$ cat src/axil_pkg.sv
// AXI-Lite bus types
package axil_pkg;

   // ------------------------------
   // Field widths
   // ------------------------------
   typedef logic [31:0] axil_addr_t;
   typedef logic [31:0] axil_data_t;
   typedef logic [3:0]  axil_strb_t;
   typedef logic [1:0]  axil_resp_t;

   // Response codes
   localparam axil_resp_t RESP_OKAY   = 2'b00;
   localparam axil_resp_t RESP_SLVERR = 2'b10;

   // Everything driven by the manager
   typedef struct packed {
      axil_addr_t aw_addr;
      logic       aw_valid;
      axil_data_t w_data;
      axil_strb_t w_strb;
      logic       w_valid;
      logic       b_ready;
      axil_addr_t ar_addr;
      logic       ar_valid;
      logic       r_ready;
   } axil_req_t;

   // Everything driven by the subordinate
   typedef struct packed {
      logic       aw_ready;
      logic       w_ready;
      axil_resp_t b_resp;
      logic       b_valid;
      logic       ar_ready;
      axil_data_t r_data;
      axil_resp_t r_resp;
      logic       r_valid;
   } axil_rsp_t;

endpackage
$ cat src/cl_shell_pkg.sv
// Shell register map types
package cl_shell_pkg;

   typedef logic [15:0] vled_t;
   typedef logic [15:0] vdip_t;
   typedef logic [31:0] cycle_t;

   // Byte offset inside the register window
   typedef logic [7:0]  reg_off_t;

   // ------------------------------
   // Register map
   // ------------------------------
   localparam reg_off_t REG_ID0        = 8'h00;
   localparam reg_off_t REG_ID1        = 8'h04;
   localparam reg_off_t REG_VLED       = 8'h08;
   localparam reg_off_t REG_VDIP       = 8'h0C;
   localparam reg_off_t REG_CYCLE      = 8'h10;
   localparam reg_off_t REG_STAT       = 8'h14;
   localparam reg_off_t REG_STAT_CYCLE = 8'h18;

   // LED update, one enable per byte
   typedef struct packed {
      logic       valid;
      vled_t      data;
      logic [1:0] be;
   } vled_wr_t;

   // Print-stat request with its tag word
   typedef struct packed {
      logic                 valid;
      axil_pkg::axil_data_t tag;
   } stat_wr_t;

   // Profiling state seen by the read mux
   typedef struct packed {
      cycle_t               cycle;
      axil_pkg::axil_data_t stat_tag;
      cycle_t               stat_cycle;
   } prof_status_t;

endpackage

$ cat src/cl_top.sv
// Custom logic shell top
`timescale 1ns/10ps

module cl_top #(
   parameter axil_pkg::axil_data_t CL_ID0      = 32'hF001_1D0F,
   parameter axil_pkg::axil_data_t CL_ID1      = 32'h1D51_FEDC,
   parameter cl_shell_pkg::vled_t  LED_PATTERN = 16'hBEEF
) (
   input  logic                 clk_main_a0,
   input  logic                 rst_main_n_sync,
   input  axil_pkg::axil_req_t  s_axil_req_i,
   output axil_pkg::axil_rsp_t  s_axil_rsp_o,
   input  cl_shell_pkg::vdip_t  sh_cl_status_vdip_i,
   output cl_shell_pkg::vled_t  cl_sh_status_vled_o,
   output logic                 print_stat_v_o,
   output axil_pkg::axil_data_t print_stat_tag_o
);
   import axil_pkg::*;
   import cl_shell_pkg::*;

   // Slice to register block
   axil_req_t    ctrl_req;
   axil_rsp_t    ctrl_rsp;

   // Register block to datapath
   vled_wr_t     vled_wr;
   vled_t        vled;
   vdip_t        vdip;
   stat_wr_t     stat_wr;
   prof_status_t prof;

   axil_reg_slice u_axil_reg_slice (
      .clk_main_a0     (clk_main_a0),
      .rst_main_n_sync (rst_main_n_sync),
      .s_req_i         (s_axil_req_i),
      .s_rsp_o         (s_axil_rsp_o),
      .m_req_o         (ctrl_req),
      .m_rsp_i         (ctrl_rsp)
   );

   cl_ctrl #(
      .CL_ID0 (CL_ID0),
      .CL_ID1 (CL_ID1)
   ) u_cl_ctrl (
      .clk_main_a0     (clk_main_a0),
      .rst_main_n_sync (rst_main_n_sync),
      .req_i           (ctrl_req),
      .rsp_o           (ctrl_rsp),
      .vled_wr_o       (vled_wr),
      .vled_i          (vled),
      .vdip_i          (vdip),
      .stat_wr_o       (stat_wr),
      .prof_i          (prof)
   );

   status_io #(
      .LED_PATTERN (LED_PATTERN)
   ) u_status_io (
      .clk_main_a0         (clk_main_a0),
      .rst_main_n_sync     (rst_main_n_sync),
      .vled_wr_i           (vled_wr),
      .vled_o              (vled),
      .cl_sh_status_vled_o (cl_sh_status_vled_o),
      .sh_cl_status_vdip_i (sh_cl_status_vdip_i),
      .vdip_o              (vdip)
   );

   profile_counter u_profile_counter (
      .clk_main_a0      (clk_main_a0),
      .rst_main_n_sync  (rst_main_n_sync),
      .stat_wr_i        (stat_wr),
      .prof_o           (prof),
      .print_stat_v_o   (print_stat_v_o),
      .print_stat_tag_o (print_stat_tag_o)
   );

endmodule

$ cat src/profile_counter.sv
// Cycle counter and print-stat
`timescale 1ns/10ps

module profile_counter (
   input  logic                       clk_main_a0,
   input  logic                       rst_main_n_sync,
   input  cl_shell_pkg::stat_wr_t     stat_wr_i,
   output cl_shell_pkg::prof_status_t prof_o,
   output logic                       print_stat_v_o,
   output axil_pkg::axil_data_t       print_stat_tag_o
);
   import axil_pkg::*;
   import cl_shell_pkg::*;

   cycle_t     cycle_q;
   cycle_t     stat_cycle_q;
   axil_data_t stat_tag_q;
   logic       print_stat_v_q;

   // Free-running counter that wraps silently
   always_ff @(posedge clk_main_a0) begin
      if (!rst_main_n_sync) begin
         cycle_q        <= '0;
         print_stat_v_q <= 1'b0;
      end else begin
         cycle_q        <= cycle_q + 1'b1;
         print_stat_v_q <= stat_wr_i.valid;
      end
   end

   // Tag and timestamp stay readable until the next stat write
   always_ff @(posedge clk_main_a0) begin
      if (!rst_main_n_sync) begin
         stat_tag_q   <= '0;
         stat_cycle_q <= '0;
      end else if (stat_wr_i.valid) begin
         stat_tag_q   <= stat_wr_i.tag;
         stat_cycle_q <= cycle_q;
      end
   end

   assign prof_o.cycle      = cycle_q;
   assign prof_o.stat_tag   = stat_tag_q;
   assign prof_o.stat_cycle = stat_cycle_q;
   assign print_stat_v_o    = print_stat_v_q;
   assign print_stat_tag_o  = stat_tag_q;

endmodule

$ cat src/status_io.sv
// Virtual LED and DIP switches
`timescale 1ns/10ps

module status_io #(
   parameter cl_shell_pkg::vled_t LED_PATTERN = 16'hBEEF
) (
   input  logic                   clk_main_a0,
   input  logic                   rst_main_n_sync,
   input  cl_shell_pkg::vled_wr_t vled_wr_i,
   output cl_shell_pkg::vled_t    vled_o,
   output cl_shell_pkg::vled_t    cl_sh_status_vled_o,
   input  cl_shell_pkg::vdip_t    sh_cl_status_vdip_i,
   output cl_shell_pkg::vdip_t    vdip_o
);
   import cl_shell_pkg::*;

   localparam int NUM_BYTES = $bits(vled_t) / 8;

   vled_t vled_q;
   vled_t vled_d;
   vled_t vled_out_q;
   vdip_t vdip_meta_q;
   vdip_t vdip_sync_q;

   // Byte merge of a host write
   always_comb begin
      vled_d = vled_q;
      if (vled_wr_i.valid) begin
         for (int b = 0; b < NUM_BYTES; b++) begin
            if (vled_wr_i.be[b]) begin
               vled_d[b*8 +: 8] = vled_wr_i.data[b*8 +: 8];
            end
         end
      end
   end

   // Output flop trails the LED register by one cycle
   always_ff @(posedge clk_main_a0) begin
      if (!rst_main_n_sync) begin
         vled_q      <= LED_PATTERN;
         vled_out_q  <= '0;
         vdip_meta_q <= '0;
         vdip_sync_q <= '0;
      end else begin
         vled_q      <= vled_d;
         vled_out_q  <= vled_q;
         vdip_meta_q <= sh_cl_status_vdip_i;
         vdip_sync_q <= vdip_meta_q;
      end
   end

   assign vled_o              = vled_q;
   assign cl_sh_status_vled_o = vled_out_q;
   assign vdip_o              = vdip_sync_q;

endmodule

$ cat src/cl_ctrl.sv
// Register block control
`timescale 1ns/10ps

module cl_ctrl #(
   parameter axil_pkg::axil_data_t CL_ID0 = 32'hF001_1D0F,
   parameter axil_pkg::axil_data_t CL_ID1 = 32'h1D51_FEDC
) (
   input  logic                       clk_main_a0,
   input  logic                       rst_main_n_sync,
   input  axil_pkg::axil_req_t        req_i,
   output axil_pkg::axil_rsp_t        rsp_o,
   output cl_shell_pkg::vled_wr_t     vled_wr_o,
   input  cl_shell_pkg::vled_t        vled_i,
   input  cl_shell_pkg::vdip_t        vdip_i,
   output cl_shell_pkg::stat_wr_t     stat_wr_o,
   input  cl_shell_pkg::prof_status_t prof_i
);
   import axil_pkg::*;
   import cl_shell_pkg::*;

   typedef enum logic {W_IDLE, W_RESP} wr_state_e;
   typedef enum logic {R_IDLE, R_RESP} rd_state_e;

   localparam int OFF_W = $bits(reg_off_t);

   wr_state_e  wr_state_q;
   rd_state_e  rd_state_q;
   logic       wr_accept;
   logic       rd_accept;
   reg_off_t   wr_off;
   reg_off_t   rd_off;
   axil_resp_t wr_resp;
   axil_resp_t rd_resp;
   axil_data_t rd_data;
   axil_resp_t b_resp_q;
   axil_resp_t r_resp_q;
   axil_data_t r_data_q;

   // Upper address bits must be clear to hit the window
   function automatic logic in_window(input axil_addr_t addr);
      return addr[$bits(axil_addr_t)-1:OFF_W] == '0;
   endfunction

   function automatic reg_off_t word_off(input axil_addr_t addr);
      return {addr[OFF_W-1:2], 2'b00};
   endfunction

   // ------------------------------
   // Write path
   // ------------------------------
   assign wr_accept = (wr_state_q == W_IDLE) && req_i.aw_valid && req_i.w_valid;
   assign wr_off    = word_off(req_i.aw_addr);

   always_comb begin
      wr_resp         = RESP_SLVERR;
      vled_wr_o.valid = 1'b0;
      vled_wr_o.data  = req_i.w_data[$bits(vled_t)-1:0];
      vled_wr_o.be    = req_i.w_strb[1:0];
      stat_wr_o.valid = 1'b0;
      // STAT ignores strobes and takes the full word
      stat_wr_o.tag   = req_i.w_data;
      if (in_window(req_i.aw_addr)) begin
         case (wr_off)
            REG_VLED: begin
               wr_resp         = RESP_OKAY;
               vled_wr_o.valid = wr_accept;
            end
            REG_STAT: begin
               wr_resp         = RESP_OKAY;
               stat_wr_o.valid = wr_accept;
            end
            default: begin
               wr_resp = RESP_SLVERR;
            end
         endcase
      end
   end

   always_ff @(posedge clk_main_a0) begin
      if (!rst_main_n_sync) begin
         wr_state_q <= W_IDLE;
      end else if (wr_state_q == W_IDLE && wr_accept) begin
         wr_state_q <= W_RESP;
      end else if (wr_state_q == W_RESP && req_i.b_ready) begin
         wr_state_q <= W_IDLE;
      end
   end

   always_ff @(posedge clk_main_a0) begin
      if (wr_accept) begin
         b_resp_q <= wr_resp;
      end
   end

   // ------------------------------
   // Read path
   // ------------------------------
   assign rd_accept = (rd_state_q == R_IDLE) && req_i.ar_valid;
   assign rd_off    = word_off(req_i.ar_addr);

   always_comb begin
      rd_resp = RESP_OKAY;
      rd_data = '0;
      if (!in_window(req_i.ar_addr)) begin
         rd_resp = RESP_SLVERR;
      end else begin
         case (rd_off)
            REG_ID0:        rd_data = CL_ID0;
            REG_ID1:        rd_data = CL_ID1;
            REG_VLED:       rd_data = axil_data_t'(vled_i);
            REG_VDIP:       rd_data = axil_data_t'(vdip_i);
            REG_CYCLE:      rd_data = prof_i.cycle;
            REG_STAT:       rd_data = prof_i.stat_tag;
            REG_STAT_CYCLE: rd_data = prof_i.stat_cycle;
            default:        rd_resp = RESP_SLVERR;
         endcase
      end
   end

   always_ff @(posedge clk_main_a0) begin
      if (!rst_main_n_sync) begin
         rd_state_q <= R_IDLE;
      end else if (rd_state_q == R_IDLE && rd_accept) begin
         rd_state_q <= R_RESP;
      end else if (rd_state_q == R_RESP && req_i.r_ready) begin
         rd_state_q <= R_IDLE;
      end
   end

   // Read data is sampled once and held while r_valid waits
   always_ff @(posedge clk_main_a0) begin
      if (rd_accept) begin
         r_data_q <= rd_data;
         r_resp_q <= rd_resp;
      end
   end

   always_comb begin
      rsp_o.aw_ready = wr_accept;
      rsp_o.w_ready  = wr_accept;
      rsp_o.b_resp   = b_resp_q;
      rsp_o.b_valid  = (wr_state_q == W_RESP);
      rsp_o.ar_ready = rd_accept;
      rsp_o.r_data   = r_data_q;
      rsp_o.r_resp   = r_resp_q;
      rsp_o.r_valid  = (rd_state_q == R_RESP);
   end

endmodule

$ cat src/axil_reg_slice.sv
// AXI-Lite register slice
`timescale 1ns/10ps

module axil_reg_slice (
   input  logic                clk_main_a0,
   input  logic                rst_main_n_sync,
   input  axil_pkg::axil_req_t s_req_i,
   output axil_pkg::axil_rsp_t s_rsp_o,
   output axil_pkg::axil_req_t m_req_o,
   input  axil_pkg::axil_rsp_t m_rsp_i
);
   import axil_pkg::*;

   localparam int NUM_CH = 5;
   localparam int CH_AW  = 0;
   localparam int CH_W   = 1;
   localparam int CH_B   = 2;
   localparam int CH_AR  = 3;
   localparam int CH_R   = 4;

   localparam int ADDR_W = $bits(axil_addr_t);
   localparam int DATA_W = $bits(axil_data_t);
   localparam int STRB_W = $bits(axil_strb_t);
   localparam int RESP_W = $bits(axil_resp_t);
   // W is the widest channel so the others are zero padded
   localparam int PLD_W  = DATA_W + STRB_W;

   typedef logic [PLD_W-1:0] pld_t;

   pld_t [NUM_CH-1:0] in_pld;
   pld_t [NUM_CH-1:0] pld_q;
   logic [NUM_CH-1:0] in_valid;
   logic [NUM_CH-1:0] in_ready;
   logic [NUM_CH-1:0] out_ready;
   logic [NUM_CH-1:0] full_q;

   // ------------------------------
   // Channel packing
   // ------------------------------
   always_comb begin
      in_pld[CH_AW]    = pld_t'(s_req_i.aw_addr);
      in_pld[CH_W]     = pld_t'({s_req_i.w_strb, s_req_i.w_data});
      in_pld[CH_B]     = pld_t'(m_rsp_i.b_resp);
      in_pld[CH_AR]    = pld_t'(s_req_i.ar_addr);
      in_pld[CH_R]     = pld_t'({m_rsp_i.r_resp, m_rsp_i.r_data});

      in_valid[CH_AW]  = s_req_i.aw_valid;
      in_valid[CH_W]   = s_req_i.w_valid;
      in_valid[CH_B]   = m_rsp_i.b_valid;
      in_valid[CH_AR]  = s_req_i.ar_valid;
      in_valid[CH_R]   = m_rsp_i.r_valid;

      out_ready[CH_AW] = m_rsp_i.aw_ready;
      out_ready[CH_W]  = m_rsp_i.w_ready;
      out_ready[CH_B]  = s_req_i.b_ready;
      out_ready[CH_AR] = m_rsp_i.ar_ready;
      out_ready[CH_R]  = s_req_i.r_ready;
   end

   // Stage takes data when empty or drained this cycle
   always_comb begin
      for (int i = 0; i < NUM_CH; i++) begin
         in_ready[i] = in_valid[i] && (!full_q[i] || out_ready[i]);
      end
   end

   always_ff @(posedge clk_main_a0) begin
      if (!rst_main_n_sync) begin
         full_q <= '0;
      end else begin
         for (int i = 0; i < NUM_CH; i++) begin
            if (!full_q[i] || out_ready[i]) begin
               full_q[i] <= in_valid[i];
            end
         end
      end
   end

   always_ff @(posedge clk_main_a0) begin
      for (int i = 0; i < NUM_CH; i++) begin
         if (in_ready[i]) begin
            pld_q[i] <= in_pld[i];
         end
      end
   end

   // ------------------------------
   // Channel unpacking
   // ------------------------------
   always_comb begin
      m_req_o.aw_addr  = pld_q[CH_AW][ADDR_W-1:0];
      m_req_o.aw_valid = full_q[CH_AW];
      m_req_o.w_data   = pld_q[CH_W][DATA_W-1:0];
      m_req_o.w_strb   = pld_q[CH_W][DATA_W +: STRB_W];
      m_req_o.w_valid  = full_q[CH_W];
      m_req_o.b_ready  = in_ready[CH_B];
      m_req_o.ar_addr  = pld_q[CH_AR][ADDR_W-1:0];
      m_req_o.ar_valid = full_q[CH_AR];
      m_req_o.r_ready  = in_ready[CH_R];

      s_rsp_o.aw_ready = in_ready[CH_AW];
      s_rsp_o.w_ready  = in_ready[CH_W];
      s_rsp_o.b_resp   = pld_q[CH_B][RESP_W-1:0];
      s_rsp_o.b_valid  = full_q[CH_B];
      s_rsp_o.ar_ready = in_ready[CH_AR];
      s_rsp_o.r_data   = pld_q[CH_R][DATA_W-1:0];
      s_rsp_o.r_resp   = pld_q[CH_R][DATA_W +: RESP_W];
      s_rsp_o.r_valid  = full_q[CH_R];
   end

endmodule

$ cat config.mk
export PLATFORM = sky130hd
export DESIGN_NAME = cl_top
export DESIGN_NICKNAME = d
export VERILOG_FILES = /design/src/axil_pkg.sv /design/src/cl_shell_pkg.sv /design/src/cl_top.sv /design/src/profile_counter.sv /design/src/status_io.sv /design/src/cl_ctrl.sv /design/src/axil_reg_slice.sv
export SDC_FILE = /design/constraint.sdc
export NUM_CORES = 1
export LEC_CHECK = 0
export BUFFER_PORTS_ARGS = -buffer_cell sky130_fd_sc_hd__buf_2
export CORE_ASPECT_RATIO = 1.4
export CORE_MARGIN = 4
export CORE_UTILIZATION = 59
export CTS_BUF_LIST = sky130_fd_sc_hd__clkbuf_8
export DETAILED_ROUTE_END_ITERATION = 10
export PLACE_DENSITY = 0.83
export SETUP_SLACK_MARGIN = 0.05
export SLEW_MARGIN = 5
export SYNTH_ARGS = -nofsm -noshare
export SYNTH_HDL_FRONTEND = slang
export SYNTH_HIERARCHICAL = 1
export SYNTH_SLANG_ARGS = --single-unit
$ cat constraint.sdc
create_clock -name clk_main_a0 -period 4.95 [get_ports clk_main_a0]
set_clock_uncertainty 0.15 [all_clocks]
set_input_delay 0.2475 -clock clk_main_a0 [delete_from_list [all_inputs] [get_ports clk_main_a0]]
set_output_delay 0.2475 -clock clk_main_a0 [all_outputs]
set_load 0.01 [all_outputs]
* Word level (Yosys, flattened, before mapping)
Index checks and enable logic that the tools add are counted.
** Operators by class
- Bitwise logic cells :: 2
- Mux-type cells :: 11
- Equality and inequality tests :: 8
- Reduce and logical (&&, ||, !) cells :: 31
- $add $sub $neg :: 1
** Operators with widths (count)
- $pmux 32 s7 :: 1
- $logic_not 24->1 :: 2
- $add 32x1->32 const B :: 1
- $eq 6x3->1 const B :: 4
- $eq 6x2->1 const B :: 3
- $logic_and 1x1->1 :: 12
- $logic_not 8->1 :: 1
- $mux 1 :: 8
- $reduce_or 7->1 :: 1
- $eq 6x1->1 const B :: 1
- $logic_not 1->1 :: 5
- $logic_or 1x1->1 :: 5
- $mux 2 :: 2
- $reduce_and 2->1 :: 2
- $reduce_bool 2->1 :: 2
- $not 1->1 :: 2
- $reduce_or 2->1 :: 1
** Word-level totals
- Register bits :: 338
- Word-level logic and storage cells :: 77
- Input bits :: 123

* Longest topological paths before layout
- Depth in word-level cells :: 6
- Gate-level depth with buffers :: 8
- Mapped depth without buffers :: 6

* By module
Netlist, hierarchy kept.
** By module, submodules not included
- axil_reg_slice :: cells each 156, area each 4321.6 sq um, times used 1
- profile_counter :: cells each 419, area each 4036.4 sq um, times used 1
- cl_ctrl :: cells each 328, area each 2966.6 sq um, times used 1
- status_io :: cells each 175, area each 2015.7 sq um, times used 1

* Worst setup path before layout
Ideal clock, no wire load.
- Kind :: register to register
- Start point :: register u_axil_reg_slice.full_q[3]
- End point :: register u_axil_reg_slice.pld_q (netlist bit u_axil_reg_slice/m_req_o[10]), enable pin
- Data arrival time :: 3.811 ns
- Cell stages (with the launch flop) :: 5
- Data required time :: 4.369 ns
- Path buffers :: 1
- Path slack :: 0.558 ns
- Period minus slack after synthesis :: 4.392 ns
- Setup time :: 0.431 ns
- Cells stage by stage :: dfxtp_1 > nor2b_1 > buf_4 > nor2b_4 > nor2b_1
** RTL lines
- start: declaration :: RTL line axil_reg_slice.sv:35 : logic [NUM_CH-1:0] full_q;
- start signal: indexed assignment :: RTL line axil_reg_slice.sv:73 : full_q[i] <= in_valid[i];
- end signal: indexed assignment :: RTL line axil_reg_slice.sv:82 : pld_q[i] <= in_pld[i];
- end: declaration :: RTL line axil_reg_slice.sv:31 : pld_t [NUM_CH-1:0] pld_q;

==> impl_metrics.ini <==
[clock_network]
path_clk_slew_ns = 0.07
postCtsSetupRepairBufs = 0
cts.htree.levels = 2
clock-root-buffer = clkbuf_8
cts_num_sinks = 332
cts_tree = built
clock_latency_ns = 0.57
numCtsBuffers = 48
clockBufferDepth = 3

[placement]
dp_hpwl_um = 18900
port-buffer-count = 206
place_ws_ns = 1.71
routabilityCongestion = 0.871
placed_area_sq_um = 13700
dp_cells = 1442

[drt]
first_pass_iters = 6
route.vias.total = 9276
drtIter0Drc = 975
routed_wl_um = 33000
wl_per_cell_um = 20.0
vias_per_cell = 5.63
drc = 0
antenna_left = 0

[power]
p_per_area_nw_per_um2 = 349
ir_drop_mv = 0.331
pwr-share-clk_pct = 38.3
p_sw_mw = 1.27
switching_share_pct = 23.1
power_frac_seq_pct = 55.4
totalPowerFinal_mw = 5.51
p_int_mw = 4.24
combPwrFrac_pct = 6.3
leakage_nw = 6.02

[global_route]
grt_pass1_vias = 9564
grt_use_total_pct = 26.6
grt_pass1_wl_um = 51700
overflow = 0
grt_start_max_net_pins = 76
grt_antenna_before_repair = 1

[timing]
fmax_mhz = 304
relSlewSlack_pct = 18.9
layout_min_cycle_time_ns = 3.29
setup_viol = 0
setup_ws_ns = 1.66
final.period_utilization_pct = 66.5
report.final.slew_viol_count = 0
worst_pin_slew_ns = 1.21
hold_slack_ns = 0.165
rsz0062_at_grt = false
fin_tns_setup_ns = 0
finalHoldViolations = 0

[die]
rows = 64
pin_count = 213
fp.dieH_um = 185
die_area_sq_um = 24800
core_area_sq_um = 21900
start_util_pct = 60.0
die_w_um = 134

[cells_and_area]
syn2layout_area_growth_pct = 20.0
drive_above_1_share_pct = 24.7
fin_util_pct = 72.0
finalInstanceArea_sq_um = 15800
layout.nets = 1434
instances_no_fill = 1648

[hold_path]
hold_class = input port to flop

[flow_run]
maxCapViolations = 0

[yosys]
syn_avg_cell_area_sq_um = 12.3
yosys_warnings = 6
mappedNetlistArea_sq_um = 13200
syn_inst = 1072

[setup_path]
critPathArrivalTime_ns = 3.54
slowest_stage = nor2_4
slowest_delay_ns = 0.77
r2r_slack_ns = 1.66
crit_required_ns = 5.20
cp_cell_sequence = nor4_1 -> nand4_1 -> or3_1 -> nor2_4 -> buf_4 -> mux2i_1 -> nor2_1
critPathKind = flop to flop
start_kind = flop
cp-end-kind = flop
path_max_fanout = 23

[run_status]
outcome = complete, no violations
-- registers in the layout (all words and copies together) (netlist names), 5 cells and up --
name	cells
u_cl_ctrl/r_data_q	32
u_status_io/vdip_o	16
u_profile_counter/cycle_q	32
u_profile_counter/print_stat_tag_o	32
u_axil_reg_slice/m_req_o	94
u_profile_counter/stat_cycle_q	32
u_axil_reg_slice/s_rsp_o	36
u_status_io/vled_o	16
u_status_io/vdip_meta_q	16
u_status_io/cl_sh_status_vled_o	16
u_axil_reg_slice/full_q	5
-- worst max-delay path: cells and delay by family, from the launching register on --
family,cells,cell delay (ns)
and+or+nand+nor,5,1.88
buffers and inverters,1,0.43
DFF,1,0.38
muxes,1,0.25
-- routing by layer --
layer | up-vias | part of all wire, % | track usage, %
met3 | 99 | 7.7 | 5.49
met1 | 4460 | 36 | 31.2
li1 | 4223 | - | -
met4 | 0 | 4.1 | 11.7
met2 | 494 | 52 | 47.1
met5 | - | 0 | 0
-- area by class of cell --
cell class | instances | area [sq um]
Inverter | 27 | 101
Fill cell | 1421 | 6150
Multi-Input combinational cell | 566 | 3810
Antenna cell | 1 | 2.50
Clock inverter | 38 | 208
Timing Repair Buffer | 335 | 2290
Sequential cell | 332 | 8290
Tap cell | 297 | 372
Clock buffer | 52 | 716
-- worst paths after layout --
kind | startpoint | endpoint | cells after the start
setup / recovery | u_axil_reg_slice/m_req_o[100] | u_profile_counter/stat_cycle_q[13] | 7
hold / removal | rst_main_n_sync | u_status_io/vled_o[7] | 3
setup reg to reg | u_axil_reg_slice/m_req_o[100] | u_profile_counter/stat_cycle_q[13] | 7
hold reg to reg | u_cl_ctrl/r_data_q[14] | u_axil_reg_slice/s_rsp_o[17] | 0
-- layout by cell type (no fill, tap or decap), drive strengths merged, types with 4 or more instances in the layout --
master	instances
o21a	8
nand2	34
mux2	10
and4	4
nand3	32
nor2b	17
or3	16
o31ai	12
nand4	12
edfxtp	164
o211ai	13
and2	59
and3	9
xnor2	7
nor2	95
a21oi	38
a32o	4
nor4	17
clkinv	16
or4	15
clkbuf	52
dlygate4sd3	115
o21ai	32
buf	220
inv	46
mux2i	77
dfxtp	168
nor3	11
a221oi	8
a311oi	5
-- power by group through the flow --
stage / combinational [mW] / sequential [mW] / clock, mW
final: 0.345 / 3.05 / 2.11
after global routing: 0.371 / 3.06 / 2.27
after CTS: 0.331 / 3.05 / 2.11
after detailed placement: 0.260 / 3.11 / 0
after global placement: 0.254 / 3.10 / 0
after floorplan: 0.171 / 3.10 / 0
-- repair_timing --
item / in CTS / in global routing
hold endpoints to repair: 128 / 0
hold buffers: 115 / 0
resized for setup: 0 / 0
Power figures use the tool's default switching activity.
